==> src/hw/se_config.svh <==
`ifndef SE_CONFIG_SVH
`define SE_CONFIG_SVH

//////////////////////////////
// fixed-point format
//////////////////////////////
`define SE_DATA_W     14
`define SE_FBITS      9

//////////////////////////////
// layer geometry
//////////////////////////////
`define SE_LANES      4
`define SE_CHANNELS   16
`define SE_HIDDEN     4

// squeeze divider and weight memory
`define SE_DIVISOR_W  12
`define SE_ADDR_W     15
`define SE_DIV_CYCLES (`SE_DATA_W + 2)   // load, one cycle per bit, sign fix

`endif

==> src/hw/se_pkg.sv <==
`default_nettype none

`include "se_config.svh"

package se_pkg;

    // one fixed-point sample, sign plus integer plus fraction
    typedef logic signed [`SE_DATA_W-1:0] data_t;

    typedef data_t [`SE_LANES-1:0] lane_vec_t;   // one beat of four lanes

    // headroom for the products summed over a whole neuron
    typedef logic signed [`SE_DATA_W+5:0] acc_t;

    typedef enum logic
    {
        LAYER_FC1 = 1'b0,   // relu layer
        LAYER_FC2 = 1'b1    // hard sigmoid layer
    } layer_t;

    typedef logic [`SE_ADDR_W-1:0] addr_t;

endpackage

`default_nettype wire

==> src/hw/se_stream_if.sv <==
`timescale 1ns/100ps
`default_nettype none

// one-cycle strobe with payload, no back-pressure
interface se_stream_if #(parameter type payload_t = logic);

    logic           valid;
    payload_t       payload;
    se_pkg::layer_t layer;     // which fc layer the beat belongs to
    logic           last;      // closes a neuron or a layer

    modport producer (output valid, output payload, output layer, output last);
    modport consumer (input valid, input payload, input layer, input last);

endinterface

`default_nettype wire

==> src/hw/lane_divider.sv <==
`timescale 1ns/100ps
`default_nettype none

`include "se_config.svh"

module lane_divider (
    input  logic                     clk,
    input  logic                     rst,
    input  logic                     start,
    input  se_pkg::lane_vec_t        dividends,
    input  logic [`SE_DIVISOR_W-1:0] divisor,
    output logic                     busy,
    output logic                     div_done,
    output se_pkg::lane_vec_t        quotients
);

    localparam int W         = `SE_DATA_W;
    localparam int DW        = `SE_DIVISOR_W;
    localparam int LAST_STEP = `SE_DIV_CYCLES - 2;   // iterations before the sign fix

    logic [$clog2(LAST_STEP+1)-1:0] step;
    logic [DW-1:0]                  dvsr;
    logic [`SE_LANES-1:0]           neg;    // sign of each dividend
    logic [W-1:0]                   quo     [`SE_LANES];
    logic [DW-1:0]                  rem     [`SE_LANES];
    logic [W-1:0]                   quo_nxt [`SE_LANES];
    logic [DW-1:0]                  rem_nxt [`SE_LANES];
    logic                           load;

    assign load = start && !busy;   // start is dropped while a division runs

    //////////////////////////////
    // restoring step, all lanes
    //////////////////////////////
    always_comb
    begin
        logic [DW:0]   shifted;
        logic [DW+1:0] diff;

        for (int i = 0; i < `SE_LANES; i++)
        begin
            shifted = {rem[i], quo[i][W-1]};           // bring down next dividend bit
            diff    = {1'b0, shifted} - {2'b00, dvsr};
            if (!diff[DW+1])
            begin
                rem_nxt[i] = diff[DW-1:0];
                quo_nxt[i] = {quo[i][W-2:0], 1'b1};
            end
            else
            begin
                rem_nxt[i] = shifted[DW-1:0];            // restore
                quo_nxt[i] = {quo[i][W-2:0], 1'b0};
            end
        end
    end

    always_ff @(posedge clk or negedge rst)
    begin
        if (!rst)
        begin
            busy     <= 1'b0;
            div_done <= 1'b0;
            step     <= '0;
        end
        else
        begin
            div_done <= 1'b0;
            if (load)
            begin
                busy <= 1'b1;
                step <= '0;
            end
            else if (busy)
            begin
                step <= step + 1'b1;
                if (step == LAST_STEP)
                begin
                    busy     <= 1'b0;
                    div_done <= 1'b1;
                end
            end
        end
    end

    // datapath works on magnitudes, quotient register doubles as shifted dividend
    always_ff @(posedge clk)
    begin
        if (load)
        begin
            dvsr <= divisor;
            for (int i = 0; i < `SE_LANES; i++)
            begin
                neg[i] <= dividends[i][W-1];
                quo[i] <= dividends[i][W-1] ? W'(-dividends[i]) : W'(dividends[i]);
                rem[i] <= '0;
            end
        end
        else if (busy && step != LAST_STEP)
        begin
            for (int i = 0; i < `SE_LANES; i++)
            begin
                quo[i] <= quo_nxt[i];
                rem[i] <= rem_nxt[i];
            end
        end
        else if (busy)
        begin
            for (int i = 0; i < `SE_LANES; i++)
                quotients[i] <= neg[i] ? se_pkg::data_t'(-quo[i]) : se_pkg::data_t'(quo[i]);
        end
    end

endmodule

`default_nettype wire

==> src/hw/activation_unit.sv <==
`timescale 1ns/100ps
`default_nettype none

`include "se_config.svh"

module activation_unit (
    input  logic           clk,
    input  logic           rst,
    input  logic           in_valid,
    input  se_pkg::layer_t in_layer,
    input  se_pkg::acc_t   in_sum,
    se_stream_if.producer  res_bus
);

    localparam se_pkg::acc_t DATA_MAX = (1 <<< (`SE_DATA_W - 1)) - 1;
    localparam se_pkg::acc_t HALF     = 1 <<< (`SE_FBITS - 1);
    localparam se_pkg::acc_t ONE      = 1 <<< `SE_FBITS;
    localparam int           CNT_W    = $clog2(`SE_CHANNELS);

    se_pkg::acc_t   shifted;
    se_pkg::data_t  act;
    logic [CNT_W-1:0] neuron;   // outputs seen in the current layer
    logic           final_neuron;

    always_comb
    begin
        shifted = (in_sum >>> 2) + HALF;   // x/4 + 0.5
        if (in_layer == se_pkg::LAYER_FC1)
        begin
            if (in_sum < 0)
                act = '0;
            else if (in_sum > DATA_MAX)
                act = se_pkg::data_t'(DATA_MAX);
            else
                act = se_pkg::data_t'(in_sum);
        end
        else
        begin
            if (shifted < 0)
                act = '0;
            else if (shifted > ONE)
                act = se_pkg::data_t'(ONE);
            else
                act = se_pkg::data_t'(shifted);
        end
    end

    assign final_neuron = (in_layer == se_pkg::LAYER_FC1) ?
                          (neuron == CNT_W'(`SE_HIDDEN - 1)) :
                          (neuron == CNT_W'(`SE_CHANNELS - 1));

    always_ff @(posedge clk or negedge rst)
    begin
        if (!rst)
        begin
            res_bus.valid <= 1'b0;
            neuron        <= '0;
        end
        else
        begin
            res_bus.valid <= in_valid;
            if (in_valid)
                neuron <= final_neuron ? '0 : neuron + 1'b1;
        end
    end

    always_ff @(posedge clk)
    begin
        if (in_valid)
        begin
            res_bus.payload <= act;
            res_bus.layer   <= in_layer;
            res_bus.last    <= final_neuron;
        end
    end

endmodule

`default_nettype wire

==> src/hw/dot_product.sv <==
`timescale 1ns/100ps
`default_nettype none

`include "se_config.svh"

module dot_product (
    input  logic              clk,
    input  logic              rst,
    input  se_pkg::lane_vec_t weights,
    se_stream_if.consumer     op_bus,
    se_stream_if.producer     res_bus
);

    localparam int W = `SE_DATA_W;

    logic signed [2*W-1:0] full [`SE_LANES];   // raw products
    se_pkg::acc_t          prod [`SE_LANES];   // rescaled, registered
    logic                  mul_valid;
    logic                  mul_last;
    se_pkg::layer_t        mul_layer;
    se_pkg::acc_t          tree_sum;
    se_pkg::acc_t          acc;
    se_pkg::acc_t          sum;
    logic                  sum_valid;
    se_pkg::layer_t        sum_layer;

    always_comb
    begin
        for (int i = 0; i < `SE_LANES; i++)
            full[i] = op_bus.payload[i] * weights[i];
    end

    //////////////////////////////
    // multiply register
    //////////////////////////////
    always_ff @(posedge clk)
    begin
        if (op_bus.valid)
        begin
            for (int i = 0; i < `SE_LANES; i++)
                prod[i] <= se_pkg::acc_t'(full[i] >>> `SE_FBITS);
            mul_last  <= op_bus.last;
            mul_layer <= op_bus.layer;
        end
    end

    // adder tree over the lanes
    always_comb
    begin
        tree_sum = '0;
        for (int i = 0; i < `SE_LANES; i++)
            tree_sum = tree_sum + prod[i];
    end

    always_ff @(posedge clk or negedge rst)
    begin
        if (!rst)
        begin
            mul_valid <= 1'b0;
            sum_valid <= 1'b0;
            acc       <= '0;
        end
        else
        begin
            mul_valid <= op_bus.valid;
            sum_valid <= mul_valid && mul_last;        // one strobe per neuron
            if (mul_valid)
                acc <= mul_last ? '0 : acc + tree_sum;  // restart after last step
        end
    end

    always_ff @(posedge clk)
    begin
        if (mul_valid && mul_last)
        begin
            sum       <= acc + tree_sum;
            sum_layer <= mul_layer;
        end
    end

    activation_unit act_i (
        .clk      (clk),
        .rst      (rst),
        .in_valid (sum_valid),
        .in_layer (sum_layer),
        .in_sum   (sum),
        .res_bus  (res_bus)
    );

endmodule

`default_nettype wire

==> src/hw/fc_sequencer.sv <==
`timescale 1ns/100ps
`default_nettype none

`include "se_config.svh"

module fc_sequencer (
    input  logic              clk,
    input  logic              rst,
    input  logic              se_start,
    input  se_pkg::addr_t     fc1_base,
    input  se_pkg::addr_t     fc2_base,
    input  logic              div_done,
    input  se_pkg::lane_vec_t quotients,
    output logic              weight_rd,
    output se_pkg::addr_t     weight_addr,
    se_stream_if.producer     op_bus,
    se_stream_if.consumer     res_bus,
    output logic              scale_valid,
    output logic              se_done,
    output se_pkg::lane_vec_t scale_data
);

    localparam int LANES     = `SE_LANES;
    localparam int GROUPS    = `SE_CHANNELS / LANES;   // also fc1 steps per neuron
    localparam int FC1_READS = `SE_HIDDEN * GROUPS;
    localparam int FC2_READS = `SE_CHANNELS;
    localparam int IDX_W     = $clog2(`SE_CHANNELS);
    localparam int GRP_W     = $clog2(GROUPS);
    localparam int HID_W     = $clog2(`SE_HIDDEN);

    se_pkg::data_t    chan   [`SE_CHANNELS];   // averages, later the scales
    se_pkg::data_t    hidden [`SE_HIDDEN];
    se_pkg::addr_t    fc1_base_r;
    se_pkg::addr_t    fc2_base_r;
    logic [GRP_W-1:0] grp;        // squeeze group being filled
    logic             run;        // weight reads in progress
    se_pkg::layer_t   layer;
    logic [IDX_W-1:0] rd_idx;
    logic [GRP_W-1:0] step;
    logic             rd_final;
    logic [IDX_W-1:0] wr_idx;
    logic             fc1_end;
    logic             fc2_end;
    logic             out_run;
    logic [GRP_W-1:0] out_grp;

    assign step     = rd_idx[GRP_W-1:0];   // low bits pick the channel group
    assign rd_final = (layer == se_pkg::LAYER_FC1) ? (rd_idx == IDX_W'(FC1_READS - 1)) :
                                                     (rd_idx == IDX_W'(FC2_READS - 1));
    assign fc1_end  = res_bus.valid && res_bus.last && res_bus.layer == se_pkg::LAYER_FC1;
    assign fc2_end  = res_bus.valid && res_bus.last && res_bus.layer == se_pkg::LAYER_FC2;

    //////////////////////////////
    // sequencing
    //////////////////////////////
    always_ff @(posedge clk or negedge rst)
    begin
        if (!rst)
        begin
            fc1_base_r <= '0;
            fc2_base_r <= '0;
            grp        <= '0;
            run        <= 1'b0;
            layer      <= se_pkg::LAYER_FC1;
            rd_idx     <= '0;
            wr_idx     <= '0;
            out_run    <= 1'b0;
            out_grp    <= '0;
        end
        else
        begin
            if (se_start)
            begin
                fc1_base_r <= fc1_base;
                fc2_base_r <= fc2_base;
                grp        <= '0;
            end
            else if (div_done)
                grp <= grp + 1'b1;

            if (div_done && grp == GRP_W'(GROUPS - 1))
            begin
                run    <= 1'b1;   // all averages stored
                layer  <= se_pkg::LAYER_FC1;
                rd_idx <= '0;
            end
            else if (fc1_end)
            begin
                run    <= 1'b1;
                layer  <= se_pkg::LAYER_FC2;
                rd_idx <= '0;
            end
            else if (run)
            begin
                rd_idx <= rd_idx + 1'b1;
                if (rd_final)
                    run <= 1'b0;
            end

            if (res_bus.valid)
                wr_idx <= res_bus.last ? '0 : wr_idx + 1'b1;

            if (fc2_end)
            begin
                out_run <= 1'b1;
                out_grp <= '0;
            end
            else if (out_run)
            begin
                out_grp <= out_grp + 1'b1;
                if (out_grp == GRP_W'(GROUPS - 1))
                    out_run <= 1'b0;
            end
        end
    end

    //////////////////////////////
    // stores
    //////////////////////////////
    always_ff @(posedge clk or negedge rst)
    begin
        if (!rst)
        begin
            for (int i = 0; i < `SE_CHANNELS; i++)
                chan[i] <= '0;
            for (int i = 0; i < `SE_HIDDEN; i++)
                hidden[i] <= '0;
        end
        else
        begin
            if (div_done)
            begin
                for (int i = 0; i < LANES; i++)
                    chan[grp * LANES + i] <= quotients[i];
            end
            else if (res_bus.valid && res_bus.layer == se_pkg::LAYER_FC2)
                chan[wr_idx] <= res_bus.payload;   // scale overwrites its average

            if (res_bus.valid && res_bus.layer == se_pkg::LAYER_FC1)
                hidden[wr_idx[HID_W-1:0]] <= res_bus.payload;
        end
    end

    // operand beat lines up with the weight word one cycle after the read
    always_ff @(posedge clk or negedge rst)
    begin
        if (!rst)
            op_bus.valid <= 1'b0;
        else
            op_bus.valid <= run;
    end

    always_ff @(posedge clk)
    begin
        if (run)
        begin
            op_bus.layer <= layer;
            op_bus.last  <= (layer == se_pkg::LAYER_FC2) || (step == GRP_W'(GROUPS - 1));
            for (int i = 0; i < LANES; i++)   // fc2 takes every hidden value at once
                op_bus.payload[i] <= (layer == se_pkg::LAYER_FC1) ? chan[step * LANES + i] :
                                                                    hidden[i];
        end
    end

    assign weight_rd   = run;
    assign weight_addr = ((layer == se_pkg::LAYER_FC1) ? fc1_base_r : fc2_base_r) +
                         se_pkg::addr_t'(rd_idx);

    // scale read-out
    assign scale_valid = out_run;
    assign se_done     = out_run && out_grp == GRP_W'(GROUPS - 1);

    always_comb
    begin
        for (int i = 0; i < LANES; i++)
            scale_data[i] = chan[out_grp * LANES + i];
    end

endmodule

`default_nettype wire

==> src/hw/se_top.sv <==
`timescale 1ns/100ps
`default_nettype none

`include "se_config.svh"

module se_top (
    input  logic                     clk,
    input  logic                     rst,
    input  logic                     se_start,
    input  logic                     sum_valid,
    input  se_pkg::lane_vec_t        lane_sums,
    input  logic [`SE_DIVISOR_W-1:0] divisor,
    input  se_pkg::addr_t            fc1_base,
    input  se_pkg::addr_t            fc2_base,
    input  se_pkg::lane_vec_t        weight_data,
    output logic                     busy,
    output logic                     weight_rd,
    output logic                     scale_valid,
    output logic                     se_done,
    output se_pkg::addr_t            weight_addr,
    output se_pkg::lane_vec_t        scale_data
);

    logic              div_done;
    se_pkg::lane_vec_t quotients;

    se_stream_if #(.payload_t(se_pkg::lane_vec_t)) op_bus ();   // sequencer to multipliers
    se_stream_if #(.payload_t(se_pkg::data_t))     res_bus ();  // activated neurons back

    // squeeze
    lane_divider div_i (
        .clk       (clk),
        .rst       (rst),
        .start     (sum_valid),
        .dividends (lane_sums),
        .divisor   (divisor),
        .busy      (busy),
        .div_done  (div_done),
        .quotients (quotients)
    );

    // excitation arithmetic
    dot_product dot_i (
        .clk     (clk),
        .rst     (rst),
        .weights (weight_data),
        .op_bus  (op_bus),
        .res_bus (res_bus)
    );

    fc_sequencer seq_i (
        .clk         (clk),
        .rst         (rst),
        .se_start    (se_start),
        .fc1_base    (fc1_base),
        .fc2_base    (fc2_base),
        .div_done    (div_done),
        .quotients   (quotients),
        .weight_rd   (weight_rd),
        .weight_addr (weight_addr),
        .op_bus      (op_bus),
        .res_bus     (res_bus),
        .scale_valid (scale_valid),
        .se_done     (se_done),
        .scale_data  (scale_data)
    );

endmodule

`default_nettype wire

==> config.mk <==
export PLATFORM = sky130hd
export DESIGN_NAME = se_top
export DESIGN_NICKNAME = d
export VERILOG_FILES = /design/src/hw/se_pkg.sv /design/src/hw/se_stream_if.sv /design/src/hw/lane_divider.sv /design/src/hw/activation_unit.sv /design/src/hw/dot_product.sv /design/src/hw/fc_sequencer.sv /design/src/hw/se_top.sv
export VERILOG_INCLUDE_DIRS = /design/src /design/src/hw
export SDC_FILE = /design/constraint.sdc
export NUM_CORES = 2
export LEC_CHECK = 0
export ABC_AREA = 1
export ABC_CLOCK_PERIOD_IN_PS = 8700
export BUFFER_PORTS_ARGS = -buffer_cell sky130_fd_sc_hd__buf_2
export CAP_MARGIN = 25
export CORE_AREA = 8 8 345 515
export DETAILED_ROUTE_END_ITERATION = 10
export DIE_AREA = 0 0 353 523
export HOLD_SLACK_MARGIN = 0.1
export PLACE_DENSITY = 0.6
export SLEW_MARGIN = 40
export SYNTH_ARGS = -nofsm -noshare
export SYNTH_HDL_FRONTEND = slang
export SYNTH_SLANG_ARGS = --single-unit
export TNS_END_PERCENT = 100
==> constraint.sdc <==
create_clock -name clk -period 8.7 [get_ports clk]
set_clock_uncertainty 0.15 [all_clocks]
set_input_delay 1.74 -clock clk [delete_from_list [all_inputs] [get_ports clk]]
set_output_delay 1.74 -clock clk [all_outputs]
set_load 0.1 [all_outputs]
Word-level counts from Yosys, hierarchy flattened
Memory sizes are Yosys's and may differ from the RTL's.
Cells that the tools add are included.
Word-level totals
  output and inout bits: 75
  memories: 3
  register bits after elaboration: 528
  bits of input ports: 158
  bits in writable memories: 184
Cells by class
  $lt $le $gt $ge: 24
  muxes and demuxes: 113
  bitwise logic cells: 25
  eq/ne operators: 8
  $mul: 4
  reduce and logical (&&, ||, !) cells: 25
  $add $sub $neg: 34
Memories
  dot_i.prod: words 4, bits a word 20, read ports 4, clocked after memory_dff 0, wr ports 4, RTL line dot_product.sv:17  | se_pkg::acc_t prod [`SE_LANES];
  div_i.quo: words 4, bits a word 14, read ports 4, clocked after memory_dff 0, wr ports 4, RTL line lane_divider.sv:24  | logic [W-1:0] quo [`SE_LANES];
  div_i.rem: words 4, bits a word 12, read ports 4, clocked after memory_dff 0, wr ports 4, RTL line lane_divider.sv:25  | logic [DW-1:0] rem [`SE_LANES];
Operators by type and width (count)
  $bwmux 224: 5
  $mux 14: 43
  $bmux 14 s4: 8
  $mux 224: 2
  $ge 33x5->1 const B: 12
  $not 32->33: 9
  $demux 14 s4: 5
  $lt 33x1->1 const B: 4
  $mul 14x14->28: 4
  $neg 14->14: 8
  $add 20x20->20: 5
  $not 4->33: 3
  $mux 12: 8
  $bwmux 56: 1
  $sub 13x12->14: 4
  $add 4x2->5 const B: 6
  $demux 14 s2: 1
  $mux 4: 7
  $mux 1: 27
  $gt 20x14->1 const B: 1
  $lt 20x1->1 const B: 1
  $mux 20: 1
  $add 18x10->19 const B: 1
  $gt 19x11->1 const B: 1
  other kinds (25): 66

Logic depth before layout (Yosys ltp)
  depth after elaboration: 10
  mapped depth: 28

Cells and area by module
From an unflattened synthesis, not the netlist that was laid out.
Second synthesis, totals
  cells, all modules: 9189
  area, all modules: 72906.2 sq um
By module, submodules not included
  dot_product: seq. area each 3523.4 sq um, times used 1, area each 38839.8 sq um, cells each 4901
  fc_sequencer: seq. area each 9899.5 sq um, times used 1, area each 20442.1 sq um, cells each 2599
  lane_divider: seq. area each 5435.2 sq um, times used 1, area each 12325.6 sq um, cells each 1547
  activation_unit: seq. area each 605.6 sq um, times used 1, area each 1298.7 sq um, cells each 142

Worst setup path after synthesis
OpenSTA, ideal clock, no wires.
  path type: input to register
  from: in weight_data[3] (netlist name)
  to: mem dot_i.prod[0][18] (netlist name), data pin
  slack: 1.642 ns
  arrival: 6.656 ns
  setup time: 0.252 ns
  stages on the path: 19
  cells stage by stage: clkbuf_1 > nand2_1 > fa_1 > fa_1 > inv_1 > fa_1 > fa_1 > fa_1 > inv_1 > fa_1 > inv_1 > ha_1 > a21oi_1 > a21boi_0 > o21ai_0 > a21oi_1 > nand2_1 > nand3_1 > nand2_1
RTL lines
  from (decl): RTL line se_top.sv:15  | input se_pkg::lane_vec_t weight_data,
  to (decl): RTL line dot_product.sv:17

==> flow_metrics.tcl <==
set metrics [dict create \
    timing.slew.headroom 0.425 \
    drt_first_iter_violations 3862 \
    boundaryPins 233 \
    endpoint_kind "flop" \
    finish.net_count 10000 \
    routed_via_density 5.26 \
    hold_wc_startpoint "dot_i.mul_layer" \
    synthesis.nets 9957 \
    postSynth.asyncResetShare 0.507 \
    powerDensity_nw_per_um2 305 \
    post_synth_inst_count 8610 \
    timing.rr.end "dot_i.prod[0][18]" \
    grt_max_degree 146 \
    drcViolationCount 0 \
    max_capacitance_violation_count 0 \
    peakVddDrop_mv 0.315 \
    setup-tns-final_ps 0 \
    use_met2 0.426 \
    placementRows 186 \
    place_ws_ps 928 \
    ctsHtreeMaxLevel 3 \
    drive_above_1_share 0.0607 \
    startpoint_type "primary input" \
    clock_tree_from_tritoncts "done" \
    yosys_warnings 0 \
    initial_cell_density_of_the_core 0.416 \
    grt_setup_unrepaired "no" \
    cts_made_buffers 73 \
    minimum_period_implied_by_the_final_worst_setup_slack_ps 7130 \
    dieArea_um2 185000 \
    primary_ff_master_synth "dfrtp_1" \
    groute.layer.met3.usage 0.0329 \
    grt.total_usage 0.232 \
    post_cts.resized_instances 0 \
    final_max_slew_viol_count 0 \
    setup.worst_path.class "in -> reg" \
    final_min_period_over_clock_period 0.819 \
    final_cell_area_um2 76800 \
    gp_congestion 0.914 \
    core-area_um2 170000 \
    die_x_um 353 \
    hpwl_detailed_um 168000 \
    vias 57800 \
    synth_edf_count 349 \
    crit_required_ps 8960 \
    path_clk_slew_ps 70 \
    cts_setup_buffers 0 \
    worstPathMaxFanout 14 \
    grt.met1_usage 0.257 \
    finalHoldWorstSlack_ps 279 \
    cts_num_sinks 708 \
    route.final.wire_length_um 216000 \
    wl_per_cell_um 19.7 \
    syn-cell-area_um2 70900 \
    yosysTopAreaCellShare 0.232 \
    grt_antenna_before_repair 7 \
    finalHoldViolations 0 \
    placement.io_buffers 232 \
    hold_buffers 0 \
    total_power_mw 23.4 \
    final.fill_count 16900 \
    ys_seq_area_frac 0.275 \
    max_freq_mhz 140 \
    cts_buffer_depth 3 \
    yosys_register_bits 708 \
    post_synth_num_cell_types 56 \
    area_after_detailed_placement_um2 74100 \
    status "finished clean" \
    first_global_vias 60600 \
    die_y_um 523 \
    synth_top_area_cell "fa_1" \
    timing.reg2reg.worst_path_depth 18 \
    ys_top_cells_by_count "1880 x inv_1, 1834 x nand2_1, 820 x fa_1" \
    setup_viol 0 \
    cellLeakagePower_nw 39.2 \
    timing.rr.start "seq_i.op_bus.payload[13]" \
    clock_insertion_delay_worst_skew_ps 680 \
    globalRoute.busiestLayer "met2" \
    cp_data_arrival_time_ps 7390 \
    postSynthAreaPerCell_um2 8.23 \
    grt_first_pass_wirelength_um 339000 \
    yosysMostFrequentCell "inv_1" \
    worst-slew-pin-transition_ps 859 \
    min_path_cells 0 \
    grt-ovfl-total 0 \
    drt-pass1-iter-count 8 \
    worst_slack_ps 1570 \
    synth_to_layout_area_growth_pct 8.40 \
    synth.top_cells.by_area "fa_1 23%, edfxtp_1 15%, dfrtp_1 13%" \
    worst_hold_path.endpoint "dot_i.sum_layer" \
    min_path_type "reg -> reg" \
    reg2reg_setup_slack_ps 2160 \
    postRouteAntennaNets 0 \
    clock-root-buffer "clkbuf_16" \
]
-- area by class of cell --
cell class | instances | area [µm²] | share of cell area
inverters | 1902 | 7150 | 0.0931
well taps | 2256 | 2820 | 0.0367
flip-flops and latches | 708 | 19500 | 0.254
multi-input cells | 5680 | 43100 | 0.561
clock inverters | 48 | 614 | 0.00800
repair buffers | 290 | 1710 | 0.0223
diodes | 2 | 5.00 | 0.0000651
clock buffers | 88 | 1970 | 0.0257
-- how the worst max path moves through the flow --
| stage | end | slack [ps] | startpoint | cells past startpoint |
|---|---|---|---|---|
| after floorplan | dot_i.prod[0][18] | 1640 | weight_data[3] | 19 |
| after global placement | dot_i.prod[0][18] | 890 | weight_data[2] | 20 |
| after detailed placement | dot_i.prod[0][18] | 930 | weight_data[2] | 19 |
| after CTS | dot_i.prod[0][18] | 1630 | weight_data[2] | 19 |
| after global routing | dot_i.prod[0][18] | 1260 | weight_data[2] | 19 |
| final | dot_i.prod[0][18] | 1570 | weight_data[2] | 19 |
-- metrics by stage --
step,util,cells
floorplan,-,8610
global placement,0.434,10800
detailed placement,0.435,10800
CTS,0.450,11000
global route,0.451,11000
finish,0.451,11000
-- critical path, stage by stage --
cell and delay, ps:
buf_2 270, nand2_1 200, fa_1 570, fa_1 680, inv_1 210, fa_1 510
fa_1 510, fa_1 490, inv_1 50, fa_1 500, inv_1 50, ha_1 350
a21oi_1 200, a21boi_0 510, o21ai_0 190, a21oi_1 160, nand2_1 80, nand3_1 70
nand2_1 50
-- routing by layer --
metal  vias up  part of all wire
li1      27000                 -
met1     28200              0.37
met2      1935              0.52
met3       550             0.055
met4         8             0.061
met5         -           0.00024
-- placed cells by master, fill, tap and decap left out, types with 10 or more instances in the layout --
cell and n:
a31oi_1 76, o22ai_1 60, edfxtp_1 349, o21a_1 10
clkbuf_16 76, o21ai_0 626, dfrtp_1 352, inv_2 18
a22oi_1 94, buf_4 48, nand3b_1 22, nand3_1 199
nor2_2 15, mux2_2 12, nor2_1 401, o221ai_1 33
bufinv_16 12, clkinv_2 13, nor3_1 71, o211ai_1 23
clkinv_1 14, nand2_1 1829, buf_2 231, ha_1 369
a21o_1 24, o21bai_1 17, xor2_1 189, or2_2 27
o21ai_1 33, xnor2_1 65, fa_1 820, nand4_1 46
o31ai_1 28, inv_1 1875, a21oi_1 491, nor4_1 16
-- power breakdown --
group / leakage, nW / switching, mW / internal [mW]
Combinational: 29.8 / 9.97 / 4.94
Clock: 1.25 / 1.46 / 1.99
Sequential: 8.12 / 0.360 / 4.72
-- flip-flops by register name (all words and copies together), names as in the netlist, 2 cells and up --
signal,flops
div_i.dvsr,12
div_i.neg,4
div_i.quo,56
div_i.quotients,56
div_i.rem,48
div_i.step,4
dot_i.acc,20
dot_i.act_i.neuron,4
dot_i.act_i.res_bus.payload,14
dot_i.prod,76
dot_i.sum,20
seq_i.chan,224
seq_i.fc1_base_r,15
seq_i.fc2_base_r,15
seq_i.grp,2
seq_i.hidden,56
seq_i.op_bus.payload,56
seq_i.out_grp,2
seq_i.rd_idx,4
seq_i.wr_idx,4
-- logic make-up after synthesis --
logic type	count (synthesis)	share of synthesized area
other cells	1	0.0000529
flops	708	0.275
fa+ha+maj	1189	0.297
compound gates	1568	0.125
buf+inv	2222	0.119
xor+xnor	254	0.0314
simple gates	2656	0.151
mux	12	0.00191
No activity file was read; power rests on OpenSTA's default activity.
